`config.mk`:
```
export PLATFORM = sky130hd
export DESIGN_NAME = multiplier
export DESIGN_NICKNAME = d
export VERILOG_FILES = /design/src/verilog/multPkg.sv /design/src/verilog/operandInput.sv /design/src/verilog/multControl.sv /design/src/verilog/addSub9.sv /design/src/verilog/productReg.sv /design/src/verilog/multiplier.sv
export SDC_FILE = /design/constraint.sdc
export NUM_CORES = 1
export LEC_CHECK = 0
export BUFFER_PORTS_ARGS = -buffer_cell sky130_fd_sc_hd__clkbuf_2
export CORE_UTILIZATION = 35
export CTS_CLUSTER_SIZE = 30
export DETAILED_ROUTE_END_ITERATION = 16
export SLEW_MARGIN = 15
export SYNTH_ARGS = -nofsm -noshare
export SYNTH_HDL_FRONTEND = slang
export SYNTH_HIERARCHICAL = 1
export SYNTH_SLANG_ARGS = --single-unit
```
`constraint.sdc`:
```
create_clock -name Clk -period 3.76 [get_ports Clk]
set_clock_uncertainty 0.05 [all_clocks]
set_input_delay 0.752 -clock Clk [delete_from_list [all_inputs] [get_ports Clk]]
set_output_delay 0.752 -clock Clk [all_outputs]
set_load 0.01 [all_outputs]
```
`src/verilog/multPkg.sv`:
```
`default_nettype none

package multPkg;

    // operand and result sizes
    localparam int operandWidth = 8;                  // multiplier and multiplicand
    localparam int productWidth = 2 * operandWidth;   // A concatenated with B
    localparam int iterCount    = operandWidth;       // one add-shift step per bit
    localparam int countWidth   = $clog2(iterCount);  // iteration counter bits

    // control FSM states
    typedef enum logic [2:0] {
        stIdle,     // waiting for the first run edge
        stClear,    // clear X and A, reset the counter
        stAdd,      // add multiplicand into X:A
        stSub,      // subtract multiplicand on the sign bit
        stShift,    // arithmetic shift of X:A:B
        stDone      // product valid, held until the next run
    } ctrlState;

    // ALU opcode
    typedef enum logic {
        opAdd,
        opSub
    } aluOp;

endpackage

`default_nettype wire

```
`src/verilog/operandInput.sv`:
```
`timescale 1ns/1ns
`default_nettype none

module operandInput import multPkg::*; (
    input  logic                    Clk,
    input  logic                    rstN,
    input  logic                    run,
    input  logic                    loadB,
    input  logic [operandWidth-1:0] switches,
    input  logic                    busy,
    output logic                    startPulse,
    output logic                    loadStrobe,
    output logic [operandWidth-1:0] mcand
);

    logic runQ;      // run from the previous cycle
    logic runEdge;   // accepted rising edge of run
    logic locked;    // inputs ignored while set

    // the FSM is still idle in the startPulse cycle, so block there as well
    assign locked = busy | startPulse;

    assign runEdge    = run & ~runQ & ~locked;
    assign loadStrobe = loadB & ~locked;    // qualified load of B

    always_ff @(posedge Clk) begin
        if (!rstN) begin
            runQ       <= 1'b0;
            startPulse <= 1'b0;
        end else begin
            runQ       <= run;      // tracks run while busy so edges there are lost
            startPulse <= runEdge;  // one cycle after the edge
        end
    end

    // multiplicand taken from the switches in the edge cycle
    always_ff @(posedge Clk) begin
        if (runEdge) begin
            mcand <= switches;
        end
    end

endmodule

`default_nettype wire

```
`src/verilog/multControl.sv`:
```
`timescale 1ns/1ns
`default_nettype none

module multControl import multPkg::*; (
    input  logic Clk,
    input  logic rstN,
    input  logic startPulse,
    input  logic bLsb,
    output logic clearXA,
    output logic loadSum,
    output logic shiftEn,
    output aluOp op,
    output logic busy,
    output logic done
);

    ctrlState state, nextState;
    logic [countWidth-1:0] iterCnt;   // shifts done so far
    logic lastShift;                  // current shift is the final one
    logic lastBitNext;                // bit after this shift is the sign bit

    assign lastShift   = (iterCnt == countWidth'(iterCount - 1));
    assign lastBitNext = (iterCnt == countWidth'(iterCount - 2));

    always_ff @(posedge Clk) begin
        if (!rstN) begin
            state <= stIdle;
        end else begin
            state <= nextState;
        end
    end

    always_ff @(posedge Clk) begin
        if (!rstN) begin
            iterCnt <= '0;
        end else if (state == stClear) begin
            iterCnt <= '0;
        end else if (state == stShift) begin
            iterCnt <= iterCnt + 1'b1;    // wraps back to 0 after the last shift
        end
    end

    always_comb begin
        nextState = state;
        unique case (state)
            stIdle: begin
                if (startPulse) begin
                    nextState = stClear;
                end
            end
            stClear: begin
                // first bit is never the sign bit
                nextState = bLsb ? stAdd : stShift;
            end
            stAdd: begin
                nextState = stShift;
            end
            stSub: begin
                nextState = stShift;
            end
            stShift: begin
                // bLsb already shows the bit this shift brings down
                if (lastShift) begin
                    nextState = stDone;
                end else if (bLsb && lastBitNext) begin
                    nextState = stSub;
                end else if (bLsb) begin
                    nextState = stAdd;
                end else begin
                    nextState = stShift;
                end
            end
            stDone: begin
                if (startPulse) begin
                    nextState = stClear;    // product dropped on the next run
                end
            end
            default: begin
                nextState = stIdle;
            end
        endcase
    end

    // Moore outputs
    always_comb begin
        clearXA = 1'b0;
        loadSum = 1'b0;
        shiftEn = 1'b0;
        op      = opAdd;
        unique case (state)
            stClear: clearXA = 1'b1;
            stAdd:   loadSum = 1'b1;
            stSub: begin
                loadSum = 1'b1;
                op      = opSub;    // weight of the sign bit is negative
            end
            stShift: shiftEn = 1'b1;
            default: ;
        endcase
    end

    assign busy = (state != stIdle) && (state != stDone);
    assign done = (state == stDone);

endmodule

`default_nettype wire

```
`src/verilog/addSub9.sv`:
```
`timescale 1ns/1ns
`default_nettype none

module addSub9 import multPkg::*; (
    input  logic                    accX,
    input  logic [operandWidth-1:0] accA,
    input  logic [operandWidth-1:0] mcand,
    input  aluOp                    op,
    output logic [operandWidth-1:0] sum,
    output logic                    sumX
);

    logic [operandWidth:0] accExt;     // X:A, X is the sign of A
    logic [operandWidth:0] mcandExt;   // sign-extended multiplicand
    logic [operandWidth:0] operandB;   // multiplicand or its complement
    logic                  carryIn;
    logic [operandWidth:0] result;

    assign accExt   = {accX, accA};
    assign mcandExt = {mcand[operandWidth-1], mcand};

    // subtract as add of the two's complement
    assign carryIn  = (op == opSub);
    assign operandB = carryIn ? ~mcandExt : mcandExt;

    // nine bits hold any sum of two 8-bit signed values
    assign result = accExt + operandB + {{operandWidth{1'b0}}, carryIn};

    assign sum  = result[operandWidth-1:0];
    assign sumX = result[operandWidth];

endmodule

`default_nettype wire

```
`src/verilog/productReg.sv`:
```
`timescale 1ns/1ns
`default_nettype none

module productReg import multPkg::*; (
    input  logic                    Clk,
    input  logic                    rstN,
    input  logic                    clearXA,
    input  logic                    loadStrobe,
    input  logic                    loadSum,
    input  logic                    shiftEn,
    input  logic [operandWidth-1:0] sum,
    input  logic                    sumX,
    input  logic [operandWidth-1:0] switches,
    output logic                    accX,
    output logic [operandWidth-1:0] accA,
    output logic                    bLsb,
    output logic [productWidth-1:0] product,
    output logic                    sign
);

    logic                    xReg;   // sign extension of A
    logic [operandWidth-1:0] aReg;   // accumulator, upper product half
    logic [operandWidth-1:0] bReg;   // multiplier, lower product half

    // the strobes come from disjoint states, loadStrobe only while idle
    always_ff @(posedge Clk) begin
        if (!rstN) begin
            xReg <= 1'b0;
            aReg <= '0;
            bReg <= '0;
        end else if (loadStrobe) begin
            xReg <= 1'b0;
            aReg <= '0;
            bReg <= switches;    // new multiplier
        end else if (clearXA) begin
            xReg <= 1'b0;
            aReg <= '0;
        end else if (loadSum) begin
            xReg <= sumX;
            aReg <= sum;
        end else if (shiftEn) begin
            // arithmetic shift of X:A:B, X keeps the sign
            aReg <= {xReg, aReg[operandWidth-1:1]};
            bReg <= {aReg[0], bReg[operandWidth-1:1]};
        end
    end

    // lsb as it stands after a shift in progress
    assign bLsb = shiftEn ? bReg[1] : bReg[0];

    assign accX    = xReg;
    assign accA    = aReg;
    assign product = {aReg, bReg};
    assign sign    = xReg;

endmodule

`default_nettype wire

```
`src/verilog/multiplier.sv`:
```
`timescale 1ns/1ns
`default_nettype none

module multiplier import multPkg::*; (
    input  logic                    Clk,
    input  logic                    rstN,
    input  logic                    run,
    input  logic                    loadB,
    input  logic [operandWidth-1:0] switches,
    output logic [productWidth-1:0] product,
    output logic                    sign,
    output logic                    done
);

    logic                    startPulse;
    logic                    loadStrobe;
    logic [operandWidth-1:0] mcand;      // latched multiplicand
    logic                    clearXA;
    logic                    loadSum;
    logic                    shiftEn;
    aluOp                    op;
    logic                    busy;
    logic                    bLsb;
    logic                    accX;
    logic [operandWidth-1:0] accA;
    logic [operandWidth-1:0] sum;
    logic                    sumX;

    operandInput inputSide (
        .Clk        (Clk),
        .rstN       (rstN),
        .run        (run),
        .loadB      (loadB),
        .switches   (switches),
        .busy       (busy),
        .startPulse (startPulse),
        .loadStrobe (loadStrobe),
        .mcand      (mcand)
    );

    multControl control (
        .Clk        (Clk),
        .rstN       (rstN),
        .startPulse (startPulse),
        .bLsb       (bLsb),
        .clearXA    (clearXA),
        .loadSum    (loadSum),
        .shiftEn    (shiftEn),
        .op         (op),
        .busy       (busy),
        .done       (done)
    );

    addSub9 alu (
        .accX  (accX),
        .accA  (accA),
        .mcand (mcand),
        .op    (op),
        .sum   (sum),
        .sumX  (sumX)
    );

    productReg outputSide (
        .Clk        (Clk),
        .rstN       (rstN),
        .clearXA    (clearXA),
        .loadStrobe (loadStrobe),
        .loadSum    (loadSum),
        .shiftEn    (shiftEn),
        .sum        (sum),
        .sumX       (sumX),
        .switches   (switches),
        .accX       (accX),
        .accA       (accA),
        .bLsb       (bLsb),
        .product    (product),
        .sign       (sign)
    );

endmodule

`default_nettype wire

```
==> results.json <==
{
  "cts_buffers": 5,
  "async_reset_ff_frac": 0,
  "synth_edf_count": 8,
  "p_int_mw": 0.662,
  "drtPass1Iterations": 4,
  "crit_path_end": "outputSide/accX",
  "ys_dominant_reg_cell": "dfxtp_1",
  "antenna_found_initial": 0,
  "clkLatencyLatePin_ns": 0.28,
  "clock_sinks": 33,
  "cts-root-buf": "clkbuf_8",
  "dieArea_um2": 6210,
  "viasPerCell": 4.94,
  "startpoint_type": "register",
  "drc": 0,
  "avgSynthCellArea_um2": 9.74,
  "cp-startpoint": "control/state[1]",
  "gp_congestion": 0.885,
  "cts_buffer_depth": 2,
  "cts_tree": "done",
  "wl_per_cell_um": 13.7,
  "synth_warnings": 6,
  "rsz0062_at_grt": "false",
  "vdd_drop_max_uv": 241,
  "clk_pin_slew_ns": 0.07,
  "post_cts_buffers": 0,
  "start_util": 0.368,
  "final.setup.tns_ns": 0,
  "path_cells": "and2b_1 -> and2_1 -> xor2_1 -> ha_1 -> nor2b_4 -> o31a_1 -> o41ai_2 -> xnor2_1 -> mux2i_1 -> nor2_1",
  "yosys.area.top_type": "dfxtp_1",
  "r2r_slack_ns": 1.04,
  "fin_crit_sh": 0.724,
  "hold_violations": 0,
  "min-delay-path-class": "register to register",
  "cts_max_level": 2,
  "end_kind": "register",
  "synth_area_um2": 2060,
  "worst_r2r_path_depth": 10,
  "crit_family": "simple AND/OR/NAND/NOR gates",
  "ys_ff_latch": 33,
  "p_comb_frac": 0.190,
  "rows": 27,
  "drt_iter0_drc": 60,
  "worst-path-buf-inv": 0,
  "drive_gt1_frac": 0.277,
  "die_width_um": 78.8,
  "holdBufCountCts": 0,
  "grt_remaining_overflow": 0,
  "grt_max_degree": 16,
  "clkPwrFrac": 0.365,
  "hpwl_mm": 3.20,
  "worst-slew-pin-transition_ns": 0.595,
  "num_antenna_cells": 0,
  "grt.total_usage": 0.149,
  "path_max_fanout": 8,
  "synthTopCellsByArea": "dfxtp_1 (24%), edfxtp_1 (12%), ha_1 (6.1%)",
  "maxCapViolCount": 0,
  "cp.arrival_ns": 2.84,
  "postSynthCellCount": 212,
  "reg2reg_to": "outputSide/accX",
  "yosysSeqAreaShare": 0.359,
  "first_global_vias": 1460,
  "p_leak_nw": 0.966,
  "area_growth_pct": 11.3,
  "grt_pass1_wl_mm": 7.14,
  "path_class": "register to register",
  "synth_cell_types": 46,
  "p_sw_frac": 0.285,
  "wirelength_mm": 4.20,
  "core_um2": 5610,
  "synth.net_count": 235,
  "status": "completed",
  "totalPowerFinal_mw": 0.926,
  "max-slew-margin-rel": 0.601,
  "io_pins": 30,
  "setup_viol": 0,
  "portBuffers": 29,
  "fmax_mhz": 367,
  "cts_resized": 0,
  "max_stage_delay_ns": 0.48,
  "required_ns": 3.87,
  "p_seq_frac": 0.446,
  "power_switching_mw": 0.264,
  "holdWs_ns": 0.434,
  "period_needed_ns": 2.72,
  "final_nets": 257,
  "rr_startpoint": "control/state[1]",
  "antenna_left": 0,
  "p_per_area_nw_per_um2": 403,
  "synth_top_area_frac": 0.242,
  "path_depth": 10,
  "vias": 1518,
  "cpMaxStageDelayCell": "dfxtp_1",
  "slew_violations": 0,
  "die_h_um": 78.8
}
[Yosys cell counts, drive strengths merged (2+ instances only)]
cell / number
buf: 15
nand2b: 2
nor4b: 2
nand3: 4
inv: 10
edfxtp: 8
nor2: 20
o21ai: 10
xor2: 10
dfxtp: 25
clkbuf: 2
o211ai: 2
mux2i: 11
a211oi: 2
a21oi: 23
nor3b: 4
nor2b: 4
and2: 3
or3b: 2
nor3: 2
xnor2: 5
ha: 10
nand2: 14
mux2: 9
[worst reg2reg max path, stage by stage (launching register included)]
cell	delay (ns)
dfxtp_1	0.48
and2b_1	0.18
and2_1	0.37
xor2_1	0.19
ha_1	0.30
nor2b_4	0.15
o31a_1	0.27
o41ai_2	0.31
xnor2_1	0.12
mux2i_1	0.14
nor2_1	0.05
[cell families (layout without fill, tap and decap cells)]
family / after synthesis / in the layout / share of synthesized area
AOI/OAI and AO/OA: 46 / 46 / 0.153
xor gates and xnor gates: 15 / 15 / 0.0636
adders and majority gates: 11 / 11 / 0.0703
buffers and inverters: 27 / 50 / 0.0824
DFF: 33 / 33 / 0.359
muxes: 20 / 20 / 0.104
and+or+nand+nor: 60 / 60 / 0.168
[per-layer routing]
| metal | up-vias | global-route usage | share of wire |
|---|---|---|---|
| met5 | - | 0 | 0 |
| met1 | 697 | 0.191 | 0.47 |
| met2 | 41 | 0.238 | 0.46 |
| li1 | 772 | - | - |
| met4 | 0 | 0.0574 | 0.023 |
| met3 | 8 | 0.0379 | 0.043 |
[state kept, by name, summed over array words and instances (netlist names)]
register and count:
control/state 3, outputSide/bReg 8, inputSide/runQ 1, outputSide/accX 1, inputSide/startPulse 1, inputSide/mcand 8, control/iterCnt 3, outputSide/accA 8
[cells in the final DEF (no fill, tap or decap), drive strengths merged, types with 5 or more instances in the layout]
| master | n |
|---|---|
| a21oi | 23 |
| edfxtp | 8 |
| mux2 | 9 |
| ha | 10 |
| nor2 | 20 |
| clkbuf | 35 |
| xnor2 | 5 |
| nand2 | 14 |
| inv | 10 |
| o21ai | 10 |
| mux2i | 11 |
| dfxtp | 25 |
| xor2 | 10 |
[area by class of cell]
cell class                      count  area, µm²
Sequential cell                    33        741
Fill cell                         592       3310
Clock inverter                      2       35.0
Inverter                           10       37.5
Clock buffer                        6       72.6
Multi-Input combinational cell    152       1150
Tap cell                           72       90.1
Timing Repair Buffer               32        168
[power by group through the flow]
stage / Combinational [mW] / Sequential (mW) / Clock (mW)
floorplan: 0.130 / 0.421 / 0
global placement: 0.175 / 0.422 / 0
CTS: 0.177 / 0.413 / 0.344
finish: 0.176 / 0.413 / 0.338
global route: 0.196 / 0.417 / 0.361
detailed placement: 0.177 / 0.422 / 0
[how the worst min path moves through the flow]
stage                             startpoint                  to  cells after the start
after floorplan           control/iterCnt[2]  control/iterCnt[2]                      2
after CTS                 outputSide/bReg[6]  outputSide/bReg[6]                      2
after detailed placement  outputSide/bReg[6]  outputSide/bReg[6]                      2
after global routing      outputSide/bReg[0]  outputSide/bReg[0]                      2
final                     outputSide/bReg[2]  outputSide/bReg[2]                      2
after global placement    outputSide/bReg[3]  outputSide/bReg[3]                      2
[through the flow]
step | utilization | setup WS [ns] | instance area [µm²] | cells
finish | 0.410 | 1.04 | 2300 | 307
global route | 0.410 | 0.863 | 2300 | 307
CTS | 0.410 | 1.02 | 2300 | 307
detailed placement | 0.390 | 1.03 | 2190 | 299
global placement | 0.390 | 1.08 | 2190 | 299
floorplan | - | 1.26 | 2060 | 212
(Power assumes the default switching activity.)
